**src/bnn_layer_pkg.sv**
```systemverilog
package bnn_layer_pkg;

    localparam int N_PIXELS     = 784;
    localparam int N_NEURONS    = 512;
    localparam int READ_LATENCY = 2;  // weight store, address in to row out
    localparam int PIPE_DEPTH   = 3;  // address issue to the bit landing in the collector

    // one bit per pixel, 1 is on and 0 is off
    typedef logic [N_PIXELS-1:0] pixel_vec_t;

    // one bit per weight, 1 stands for +1 and 0 for -1
    typedef logic [N_PIXELS-1:0] weight_row_t;

    typedef logic [N_NEURONS-1:0] activation_vec_t;  // neuron 0 in the top bit

    typedef logic [$clog2(N_NEURONS)-1:0] neuron_idx_t;

    // a single row write into the weight store
    typedef struct packed {
        logic        en;
        neuron_idx_t addr;
        weight_row_t row;
    } weight_write_t;

    // a row on its way out of the weight store
    typedef struct packed {
        logic        valid;
        weight_row_t row;
    } row_read_t;

    // the decision of one neuron
    typedef struct packed {
        logic valid;
        logic fire;
    } neuron_bit_t;

    typedef enum logic [1:0] {
        IDLE,
        SWEEP,
        DRAIN,
        DONE
    } seq_state_t;

endpackage

```
**src/neuron_counter.sv**
```systemverilog
`timescale 1ns/1ps

module neuron_counter (
    input  logic                       clk,
    input  logic                       rst_n,
    input  logic                       sweep_run,
    input  logic                       drain_run,
    output bnn_layer_pkg::neuron_idx_t rd_addr,
    output logic                       issue,
    output logic                       last_issue,
    output logic                       drain_end
);
    import bnn_layer_pkg::*;

    logic [$clog2(PIPE_DEPTH)-1:0] drain_cnt;

    assign last_issue = issue && (rd_addr == neuron_idx_t'(N_NEURONS - 1));

    // the first read goes out one cycle after the sequencer enters SWEEP
    always_ff @(posedge clk or negedge rst_n) begin
        if (!rst_n) begin
            rd_addr <= '0;
            issue   <= 1'b0;
        end else if (last_issue || !sweep_run) begin
            rd_addr <= '0;  // park at zero for the next sweep
            issue   <= 1'b0;
        end else begin
            issue <= 1'b1;
            if (issue) begin
                rd_addr <= rd_addr + 1'b1;
            end
        end
    end

    // counts the drain cycles while the last neurons are still in flight
    always_ff @(posedge clk or negedge rst_n) begin
        if (!rst_n) begin
            drain_cnt <= '0;
        end else if (!drain_run) begin
            drain_cnt <= '0;
        end else if (!drain_end) begin
            drain_cnt <= drain_cnt + 1'b1;
        end
    end

    // high in the last of the PIPE_DEPTH drain cycles
    assign drain_end = drain_run && (drain_cnt == ($clog2(PIPE_DEPTH))'(PIPE_DEPTH - 1));

endmodule

```
**config.mk**
```make
export PLATFORM = sky130hd
export DESIGN_NAME = neuron_counter
export DESIGN_NICKNAME = d
export VERILOG_FILES = /design/src/bnn_layer_pkg.sv /design/src/neuron_counter.sv
export SDC_FILE = /design/constraint.sdc
export NUM_CORES = 1
export LEC_CHECK = 0
export BUFFER_PORTS_ARGS = -buffer_cell sky130_fd_sc_hd__buf_4
export CAP_MARGIN = 30
export CORE_AREA = 2 2 39 41
export CTS_CLUSTER_DIAMETER = 30
export DETAILED_ROUTE_END_ITERATION = 6
export DIE_AREA = 0 0 41 43
export PLACE_DENSITY = 0.71
export RECOVER_POWER = 100
export SLEW_MARGIN = 10
export SYNTH_ARGS = -nofsm -noshare
export SYNTH_HDL_FRONTEND = slang
export SYNTH_SLANG_ARGS = --single-unit
```
**constraint.sdc**
```tcl
create_clock -name clk -period 3.57 [get_ports clk]
set_input_delay 0.8925 -clock clk [delete_from_list [all_inputs] [get_ports clk]]
set_output_delay 0.8925 -clock clk [all_outputs]
set_load 0.01 [all_outputs]
```
Yosys cells after proc, flatten, opt, wreduce, memory -nomap -nowiden
Cells that the tools add are included.
- $add $sub $neg: 2
- equal/unequal tests: 3
- muxes and demuxes: 5
- reduce and logical (&&, ||, !) cells: 5
- operators by type and width (cell ; count):
    $mux 9 ; 2
    $add 9x1->9 const B ; 1
    $eq 9x9->1 const B ; 1
    $mux 2 ; 2
    $add 2x1->2 const B ; 1
    $eq 2x2->1 const B ; 1
    $logic_and 1x1->1 ; 2
    $ne 2x2->1 const B ; 1
    $reduce_bool 2->1 ; 1
    $logic_not 1->1 ; 1
    $logic_or 1x1->1 ; 1
    $mux 1 ; 1
- bits in registers: 12

Logic depth before layout (Yosys ltp)
Gate-level depths: netlist of the first run.
- depth after elaboration: 4
- gate-level depth with buffers: 10
- depth with buffers taken out: 9

Least setup slack after synthesis of the first run
No wires, ideal clock.
- kind: register to output
- start: register rd_addr[0]
- end: output port last_issue
- arrival time: 1.158 ns
- data required time: 2.678 ns
- slack: 1.520 ns
- stages on the path, launching flop included: 6
- path buffers: 0
- cell sequence: dfrtp_1 -> ha_1 -> nand3_1 -> nor2_1 -> ha_1 -> and2_1
- cells in the longest elaborated chain, start to end: 2
- ends and longest elaborated chain (item ; RTL line ; source):
    start, declared ; neuron_counter.sv:8 ; output bnn_layer_pkg::neuron_idx_t rd_addr,
    start signal, assigned ; neuron_counter.sv:30 ; rd_addr <= rd_addr + 1'b1;
    $eq 9x9->1 ; neuron_counter.sv:17 ; assign last_issue = issue && (rd_addr == neuron_idx_t'(N_NEURONS - 1));
    $logic_and 1x1->1 ; neuron_counter.sv:17 ;
    end, declared ; neuron_counter.sv:10 ; output logic last_issue,
Every way passes these cells.

Final worst setup path of the first run
Same ends and word-level chain as after synthesis.

==> flow_metrics.py, run 1 <==
metrics = {
    "floorplanning": {
        "dieHeight_um": 43,
        "core_sq_um": 1380,
        "die-area_sq_um": 1760,
        "num_io_pins": 16,
        "initial_core_util": 0.445,
        "rows": 14,
        "die_x_um": 41,
    },
    "route": {
        "drcViolationCount": 0,
        "drt-total-wl_um": 1140,
        "ant_nets": 0,
        "vias": 484,
        "wire_per_inst_um": 12.4,
        "drt-initial-drc-count": 7,
        "viasPerCell": 5.26,
        "dr.pass1.iters": 4,
    },
    "global_route": {
        "grt_pass1_vias": 473,
        "grt_pass1_wl_um": 2040,
        "grt_usage": 0.169,
        "grt_max_degree": 13,
        "grt.overflow.total": 0,
        "antenna_found_initial": 0,
    },
    "cells_and_area": {
        "diodes": 0,
        "fin_area_sq_um": 706,
        "syn_to_final_growth_pct": 14.6,
        "drive_gt1_frac": 0.0789,
        "fin_nets": 85,
        "layout.cells.non_filler": 92,
    },
    "critical_path": {
        "worstSetupStartpointType": "flop",
        "cp_max_fo": 5,
        "crit_type": "flop to output port",
        "worst-path-buf-inv": 1,
        "cp-end-kind": "output port",
        "arrival_ps": 1630,
        "path_cells": "ha_1 > nand3_1 > nor2_1 > ha_1 > and2_0 > clkbuf_1",
        "worstPathRequired_ps": 2680,
        "cpMaxStageDelayCell": "dfrtp_1",
        "crit_family": "flip-flops",
        "max_stage_delay_ps": 440,
        "path_common_cell": "ha_1",
    },
    "clock_network": {
        "clkTransAtPathRegs_ps": 70,
        "cts_max_level": 1,
        "clock_sinks": 12,
        "cts_root_buffer": "clkbuf_4",
        "clk_path_buf_depth": 2,
        "tritoncts.num_buffers": 3,
        "tritoncts": "built",
        "worst_skew_pair.late_latency_ps": 270,
        "cts_resized": 0,
        "hold_buffers": 0,
        "cts_setup_buffers": 0,
    },
    "yosys": {
        "ys_warn_count": 0,
        "avgSynthCellArea_sq_um": 10.3,
        "synth_cell_types": 21,
        "synth-seq-cells": 12,
        "synth.cell_area_sq_um": 616,
        "synth_top_cell_by_area": "dfrtp_1",
        "synthesis.nets": 67,
        "syn-instance-count": 60,
        "ys_top_cells_by_area": "dfrtp_1 (49%), ha_1 (6.1%), mux2i_1 (4.9%), nor2_1 (4.3%), xor2_1 (4.3%)",
        "seq_area_frac_synth": 0.488,
        "synth_top_area_frac": 0.488,
    },
    "sta": {
        "hold_ws_ps": 565,
        "drv_slew": 0,
        "post-route-period-util": 0.707,
        "layout_setup_ws_ps": 1050,
        "fin_skew_ps": 4.28,
        "setup_tns_ps": 0,
        "fmax_mhz": 396,
        "setup_viol": 0,
        "min_period_ps": 2520,
        "relSlewSlack": 0.559,
        "worst_slew_pin_slew_ps": 661,
        "hold_viol": 0,
        "rsz0062_at_grt": "false",
    },
    "pwr": {
        "leakagePower_nw": 0.317,
        "max-vdd-ir-drop_uv": 246,
        "power_density_nw_per_um2": 414,
    },
    "placed_design": {
        "io_buffers": 15,
        "placed_cell_area_sq_um": 732,
        "dpl.hpwl_um": 839,
        "pre_cts_ws_ps": 1390,
        "dpl.cell_count": 89,
        "gp_congestion": 0.693,
    },
    "run": {
        "drv_cap": 0,
    },
    "min_path": {
        "holdCritPathClass": "flop to flop",
    },
    "status": {
        "status": "complete, no violations",
    },
}
==> logic make-up after synthesis <==
group	after synthesis	share of synthesized area
fa+ha+maj	3	0.0610
buf+inv	4	0.0386
mux	3	0.0488
xor+xnor	5	0.0712
flops	12	0.488
compound gates	5	0.0488
simple gates	28	0.244
==> cells in the mapped netlist, drive strengths merged <==
cell and n:
dfrtp 12, buf 2, nand2 5, inv 2, nand4 4, mux2i 3
and2 4, ha 3, xnor2 2, or4 2, nor2 7, o31ai 2
nand2b 2, xor2 3, a21oi 2, nand3 2, nor2b 1, and3 1
o21ai 1
==> per-stage QoR <==
stage               utilization  power (mW)
floorplan                     -       0.200
global placement          0.529       0.218
detailed placement        0.529       0.219
CTS                       0.545       0.301
global route              0.510       0.311
finish                    0.510       0.292
==> path summary, 6_finish.rpt <==
path	startpoint	end	slack [ps]	cells past startpoint
hold reg to reg	rd_addr[8]	rd_addr[8]	560	2
max in group asynchronous	rst_n	drain_cnt[1]	2530	1
hold / removal	rd_addr[8]	rd_addr[8]	560	2
setup reg to reg	rd_addr[0]	rd_addr[6]	1660	9
min in group asynchronous	rst_n	rd_addr[5]	620	1
setup / recovery	rd_addr[0]	last_issue	1050	6
==> placed cells by master (no fill, tap or decap) <==
master,Yosys,final
clkbuf_1,0,13
nand3_1,1,1
nand4_1,4,4
o21ai_0,1,1
nand2_1,5,5
buf_4,0,2
o31ai_1,2,2
nor2_1,7,7
a21oi_1,2,2
and2_0,0,3
or4_1,2,2
nand3_2,1,1
ha_1,3,3
mux2i_1,3,3
xnor2_1,2,2
clkbuf_4,0,3
inv_1,2,2
xor2_1,3,3
and2_1,4,1
and3_1,1,1
dfrtp_1,12,12
nand2b_1,2,2
nor2b_1,1,1
==> power breakdown <==
group / switching (mW) / total (mW) / internal [mW]
clock: 0.0428 / 0.0819 / 0.0390
combinational: 0.0260 / 0.0510 / 0.0250
sequential: 0.0110 / 0.159 / 0.148
==> worst register-to-register path, cell delays in order, from the launching register on <==
cell and delay [ps]:
dfrtp_1 440, ha_1 270, nand3_1 100, nor2_1 130
ha_1 140, and2_0 130, nand2b_1 310, inv_1 120
nand2b_1 90, mux2i_1 60
==> layout make-up <==
| class | count | area, sq um |
|---|---|---|
| Multi-Input combinational cell | 44 | 292 |
| Clock buffer | 3 | 22.5 |
| Fill cell | 145 | 678 |
| Inverter | 2 | 7.51 |
| Sequential cell | 12 | 300 |
| Timing Repair Buffer | 15 | 63.8 |
| Tap cell | 16 | 20.0 |
==> flip-flops by register name, indices dropped and copies added, names as in the netlist <==
name / flops
rd_addr: 9
drain_cnt: 2
issue: 1
==> metal layers <==
metal | global-route usage | up-vias | wire length [um]
li1 | - | 238 | -
met1 | 0.230 | 228 | 499
met2 | 0.259 | 15 | 546
met3 | 0.0471 | 3 | 75
met4 | 0.0400 | 0 | 16
met5 | 0 | - | 0
Note: power is estimated with default switching activity, not from simulation.
==> run 2, diff against run 1 <==
--- a/config.mk
+++ b/config.mk
@@ -5,13 +5,14 @@
 export SDC_FILE = /design/constraint.sdc
 export NUM_CORES = 1
 export LEC_CHECK = 0
+export ABC_AREA = 1
 export BUFFER_PORTS_ARGS = -buffer_cell sky130_fd_sc_hd__buf_4
 export CAP_MARGIN = 30
-export CORE_AREA = 2 2 39 41
+export CORE_MARGIN = 2
+export CORE_UTILIZATION = 45
 export CTS_CLUSTER_DIAMETER = 30
 export DETAILED_ROUTE_END_ITERATION = 6
-export DIE_AREA = 0 0 41 43
-export PLACE_DENSITY = 0.71
+export PLACE_DENSITY = 0.72
 export RECOVER_POWER = 100
 export SLEW_MARGIN = 10
 export SYNTH_ARGS = -nofsm -noshare
==> constraint.sdc (replaced) <==
create_clock -name clk -period 2.1 [get_ports clk]
set_input_delay 0.525 -clock clk [delete_from_list [all_inputs] [get_ports clk]]
set_output_delay 0.525 -clock clk [all_outputs]
set_load 0.01 [all_outputs]
==> run 2 against run 1 <==
Effect of this change: the flow now finishes with violations (setup timing); non-clock buffer count rose by 6; clock power rose by 130%; area after synthesis rose by 4.7%; worst setup slack got worse by 1100 ps; combinational power rose by 55%; power rose by 79%; register-to-register slack got worse by 1300 ps; first-iteration DRC count rose by 110%; final cell count rose by 24%; die area fell by 0.70%; synthesized cell count rose by 25%; critical path type unchanged; critical endpoint unchanged; largest power group unchanged; highest routed layer unchanged.
==> flow_metrics.py, run 2 <==
metrics = {
    "status": {
        "status": "finished with violations",
        "violations": "setup timing",
    },
    "sta": {
        "fin_skew_ps": 3.23,
        "hold_viol": 0,
        "setup_viol": 1,
        "worst_slew_pin_slew_ps": 629,
        "post-route-period-util": 1.01,
        "fmax_mhz": 470,
        "layout_setup_ws_ps": -26.7,
        "min_period_ps": 2130,
        "relSlewSlack": 0.580,
        "rsz0062_at_grt": "true",
        "drv_slew": 0,
    },
    "yosys": {
        "synth_top_area_frac": 0.466,
        "synth_top_cell_by_area": "dfrtp_1",
        "synthArstFlopShare": 1.00,
        "synth_commonest_cells": "dfrtp_1 (12), nand2_1 (12), inv_1 (9), nand3_1 (8), a21oi_1 (7)",
        "synthesis.nets": 82,
        "synth_edf_count": 0,
        "seq_area_frac_synth": 0.466,
        "synth_top_flop_cell": "dfrtp_1",
        "synth.cell_area_sq_um": 644,
        "ys_warn_count": 0,
        "synth-seq-cells": 12,
        "ys_top_cells_by_area": "dfrtp_1 (47%), nand2_1 (7.0%), nand3_1 (6.2%), ha_1 (5.8%), a21oi_1 (5.4%)",
        "synth_cell_types": 19,
        "syn-instance-count": 75,
        "avgSynthCellArea_sq_um": 8.59,
    },
    "pwr": {
        "power_density_nw_per_um2": 624,
        "leakagePower_nw": 0.418,
        "max-vdd-ir-drop_uv": 412,
    },
    "global_route": {
        "grt_usage": 0.193,
        "antenna_found_initial": 0,
        "grt.overflow.total": 0,
        "grt_pass1_wl_um": 2520,
        "grt_max_degree": 13,
        "grt_pass1_vias": 609,
    },
    "critical_path": {
        "cpMaxStageDelayCell": "dfrtp_1",
        "cp_max_fo": 2,
        "path_common_cell": "ha_2",
        "path_cells": "ha_2 > nand3_2 > nor2_2 > and3_1 > ha_2 > nand2_4 > inv_2 > buf_6",
        "crit_type": "flop to output port",
        "max_stage_delay_ps": 380,
        "worst-path-buf-inv": 2,
        "cp-end-kind": "output port",
        "r2r_cells": 12,
        "r2r-start": "rd_addr[0]",
        "crit_family": "simple AND/OR/NAND/NOR gates",
        "ff2ff_setup_slack_ps": 350,
        "worstPathRequired_ps": 1570,
        "worstSetupStartpointType": "flop",
        "regToRegEndpoint": "rd_addr[7]",
        "arrival_ps": 1600,
    },
    "floorplanning": {
        "die_x_um": 41.8,
        "initial_core_util": 0.489,
        "rows": 13,
        "core_sq_um": 1320,
        "die-area_sq_um": 1750,
        "dieHeight_um": 41.8,
        "num_io_pins": 16,
    },
    "cells_and_area": {
        "fin_area_sq_um": 840,
        "largest-register": "rd_addr",
        "diodes": 0,
        "final_common_cell": "buf_4",
        "reg_top3": "rd_addr (9), drain_cnt (2), issue (1)",
        "fin_nets": 107,
        "syn_to_final_growth_pct": 30.3,
        "num-fill-cells": 112,
        "utilization": 0.637,
        "largest_register_ffs": 9,
        "multiInputGateArea_sq_um": 302,
        "regArea_sq_um": 300,
        "final_cell_mix": "buf_4 (14), nand2_1 (12), dfrtp_1 (12)",
        "drive_gt1_frac": 0.323,
    },
    "clock_network": {
        "tritoncts.num_buffers": 3,
        "cts_max_level": 1,
        "hold_buffers": 0,
        "clock_sinks": 12,
        "worst_skew_pair.late_latency_ps": 280,
        "cts_root_buffer": "clkbuf_4",
        "tritoncts": "built",
        "clkTransAtPathRegs_ps": 80,
        "clk_path_buf_depth": 2,
    },
    "run": {
        "drv_cap": 0,
    },
    "placed_design": {
        "dpl.hpwl_um": 1000,
        "gp_congestion": 0.819,
        "placed_cell_area_sq_um": 764,
        "io_buffers": 15,
    },
    "route": {
        "drt-total-wl_um": 1530,
        "dr.pass1.iters": 4,
        "wire_per_inst_um": 13.4,
        "drt-initial-drc-count": 15,
        "drcViolationCount": 0,
        "ant_nets": 0,
        "vias": 621,
        "viasPerCell": 5.45,
    },
    "min_path": {
        "holdCritPathClass": "primary input to asynchronous set/reset pin",
    },
}
==> run 2: cell count changes after synthesis, moves of 3 or more <==
cell	before	now
inv_1	2	9
a21oi_1	2	7
nand2_1	5	12
mux2i_1	3	0
and2_1	4	0
nor3_1	0	3
nand3_1	1	8
xor2_1	3	0
nand4_1	4	1
==> run 2: how the worst max path moves through the flow <==
stage	start	end	slack, ps	cells past startpoint
final	rd_addr[0]	last_issue	-30	8
after global routing	rd_addr[0]	last_issue	-130	8
after CTS	rd_addr[1]	last_issue	4	8
after detailed placement	rd_addr[1]	last_issue	140	8
after global placement	rd_addr[1]	last_issue	170	8
after floorplan	rd_addr[1]	last_issue	240	7
==> run 2: metrics by stage <==
step | hold slack (ps) | TNS (ps) | cells | setup slack (ps) | total power [mW]
floorplan | 229 | 0 | 75 | 239 | 0.306
global placement | 373 | 0 | 104 | 171 | 0.333
detailed placement | 373 | 0 | 104 | 144 | 0.337
CTS | 72.4 | 0 | 113 | 4.37 | 0.528
global route | 284 | -132 | 114 | -132 | 0.556
finish | 228 | -26.7 | 114 | -26.7 | 0.524
==> run 2: per-layer routing <==
layer	global-route usage	part of all wire	up-vias
li1	-	-	293
met5	0	0	-
met2	0.322	0.52	22
met1	0.214	0.40	298
met4	0.0774	0.016	0
met3	0.0826	0.064	8
==> run 2: timing repair <==
item | in CTS | in global routing
resized for setup | 4 | 2
buffers inserted | 5 | 1
pin swaps | 2 | 2
endpoints found under the setup margin | 1 | 1
==> run 2: area by class of cell <==
class,count,area share
multi-input combinational,51,0.359
sequential,12,0.358
timing repair buffer,21,0.165
inverter,11,0.0522
clock buffer,4,0.0432
tap,15,0.0224
==> run 2: worst register-to-register path: stages, from the launching register on <==
cell	delay, ps
dfrtp_1	380
ha_2	200
nand3_2	90
nor2_2	110
and3_1	160
ha_2	200
nand2_4	50
buf_4	160
nand3_4	90
nand3_1	90
nand2_1	60
inv_1	30
nor2_1	80
==> run 2: logic make-up (layout without fill, tap and decap cells) <==
group	Yosys count	count (layout)	synth area share
and+or+nand+nor	37	37	0.301
buffers and inverters	12	36	0.0854
DFF	12	12	0.466
AOI/OAI and AO/OA	11	11	0.0893
adders and majority gates	3	3	0.0583
==> run 2: report_power, final <==
group	internal, mW	switching, mW
clock	0.106	0.0819
combinational	0.0340	0.0453
sequential	0.246	0.0109
==> run 3, diff against run 2 <==
--- a/config.mk
+++ b/config.mk
@@ -14,6 +14,7 @@
 export DETAILED_ROUTE_END_ITERATION = 6
 export PLACE_DENSITY = 0.72
 export RECOVER_POWER = 100
+export REMOVE_ABC_BUFFERS = 1
 export SLEW_MARGIN = 10
 export SYNTH_ARGS = -nofsm -noshare
 export SYNTH_HDL_FRONTEND = slang
==> run 3 against run 2 <==
Effect of this change: the flow still finishes with violations (setup timing); hold slack improved by 12 ps; via count fell by 1.1%; routed wire length up 6.7%; critical path type unchanged; highest routed layer unchanged.
==> flow_metrics.py, run 3 (synthesis gave the netlist of run 2 again) <==
metrics = {
    "status": {
        "status": "finished with violations",
        "violations": "setup timing",
    },
    "pwr": {
        "leakagePower_nw": 0.438,
        "max-vdd-ir-drop_uv": 412,
        "power_uw": 533,
        "power_density_nw_per_um2": 605,
    },
    "global_route": {
        "grt_max_degree": 13,
        "grt_pass1_vias": 606,
        "grt_usage": 0.190,
        "grt.overflow.total": 0,
        "grt_pass1_wl_um": 2550,
        "antenna_found_initial": 0,
    },
    "cells_and_area": {
        "final_cell_mix": "buf_4 (19), nand2_1 (12), dfrtp_1 (12)",
        "largest_register_ffs": 9,
        "largest-register": "rd_addr",
        "reg_top3": "rd_addr (9), drain_cnt (2), issue (1)",
        "drive_gt1_frac": 0.376,
        "fin_area_sq_um": 881,
        "fin_nets": 109,
        "utilization": 0.669,
        "diodes": 0,
        "final_common_cell": "buf_4",
        "syn_to_final_growth_pct": 36.7,
    },
    "placed_design": {
        "io_buffers": 15,
        "gp_congestion": 0.841,
        "placed_cell_area_sq_um": 764,
        "dpl.hpwl_um": 963,
        "pre_cts_ws_ps": 132,
    },
    "critical_path": {
        "ff2ff_setup_slack_ps": 190,
        "r2r-start": "rd_addr[0]",
        "max_stage_delay_ps": 390,
        "worstPathRequired_ps": 1570,
        "r2r_cells": 12,
        "crit_end": "last_issue",
        "path_cells": "ha_2 > nand3_2 > nor2_2 > and3_4 > ha_4 > nand2_4 > inv_2 > buf_6",
        "crit_type": "flop to output port",
        "arrival_ps": 1590,
        "cpMaxStageDelayCell": "dfrtp_1",
        "worstSetupStartpointType": "flop",
        "crit_start": "rd_addr[0]",
        "regToRegEndpoint": "rd_addr[0]",
        "cp-end-kind": "output port",
        "cp_max_fo": 2,
    },
    "sta": {
        "relSlewSlack": 0.559,
        "post-route-period-util": 1.01,
        "setup_viol": 1,
        "drv_slew": 0,
        "hold_viol": 0,
        "fin_skew_ps": 5.56,
        "worst_slew_pin_slew_ps": 662,
        "min_period_ps": 2120,
        "layout_setup_ws_ps": -15.1,
        "rsz0062_at_grt": "true",
        "setup_tns_ps": -15.1,
        "fmax_mhz": 473,
    },
    "route": {
        "viasPerCell": 5.29,
        "drcViolationCount": 0,
        "dr.pass1.iters": 4,
        "drt-initial-drc-count": 9,
        "ant_nets": 0,
        "wire_per_inst_um": 14.0,
        "drt-total-wl_um": 1630,
        "vias": 614,
    },
    "clock_network": {
        "clock_sinks": 12,
        "tritoncts.num_buffers": 3,
        "cts_max_level": 1,
        "tritoncts": "built",
        "clkTransAtPathRegs_ps": 80,
        "cts_root_buffer": "clkbuf_4",
        "clk_path_buf_depth": 2,
        "worst_skew_pair.late_latency_ps": 280,
        "hold_buffers": 0,
    },
    "floorplanning": {
        "core_sq_um": 1320,
        "rows": 13,
        "dieHeight_um": 41.8,
        "die-area_sq_um": 1750,
        "die_x_um": 41.8,
        "num_io_pins": 16,
        "initial_core_util": 0.489,
    },
    "run": {
        "drv_cap": 0,
    },
    "min_path": {
        "holdCritPathClass": "primary input to asynchronous set/reset pin",
    },
}
[run 3: changes by cell type in the layout (fill, tap and decap cells not counted)]
| cell | change |
|---|---|
| and3_1 | -1 |
| and3_4 | +1 |
| buf_4 | +5 |
| clkbuf_1 | -3 |
| ha_2 | -1 |
| ha_4 | +1 |
[run 3: power by group]
group / internal (mW) / switching (mW)
clock network: 0.105 / 0.0848
logic: 0.0375 / 0.0467
registers: 0.246 / 0.0124
[run 3: how the worst min path moves through the flow]
stage | startpoint | endpoint | slack, ps | cells past startpoint
floorplan | rst_n | drain_cnt[0] | 230 | 0
global placement | rst_n | rd_addr[8] | 370 | 1
detailed placement | rst_n | rd_addr[8] | 370 | 1
CTS | rst_n | rd_addr[8] | 70 | 1
global route | rst_n | rd_addr[8] | 310 | 1
finish | rst_n | rd_addr[8] | 240 | 1
[run 3: critical path, delay by kind of cell, from the launching register on]
family | cells | cell delay [ps]
AND/OR/NAND/NOR | 4 | 440
flip-flops | 1 | 390
adder cells (fa/ha/maj) | 2 | 340
buffers and inverters | 2 | 150
[run 3: layer usage]
metal | track usage | wire length (um)
met1 | 0.223 | 654
met2 | 0.325 | 849
met3 | 0.0522 | 94
met4 | 0.0774 | 31
met5 | 0 | 0
[run 3: through the flow]
step                      hold WS (ps)  cells
after floorplan                    229     74
after global placement             373    104
after detailed placement           373    104
after CTS                         70.6    113
after global routing               312    116
final                              241    116
[run 3: final cells by class]
class | count | area [sq um]
well taps | 15 | 18.8
inverters | 11 | 43.8
fillers | 111 | 437
repair buffers | 23 | 165
multi-input cells | 51 | 317
flip-flops and latches | 12 | 300
clock buffers | 4 | 36.3
[run 3: timing repair]
action / CTS / global route
setup endpoints to repair: 1 / 1
pin swaps: 1 / 2
gates cloned: 0 / 0
resized for setup: 3 / 5
setup buffers: 5 / 3
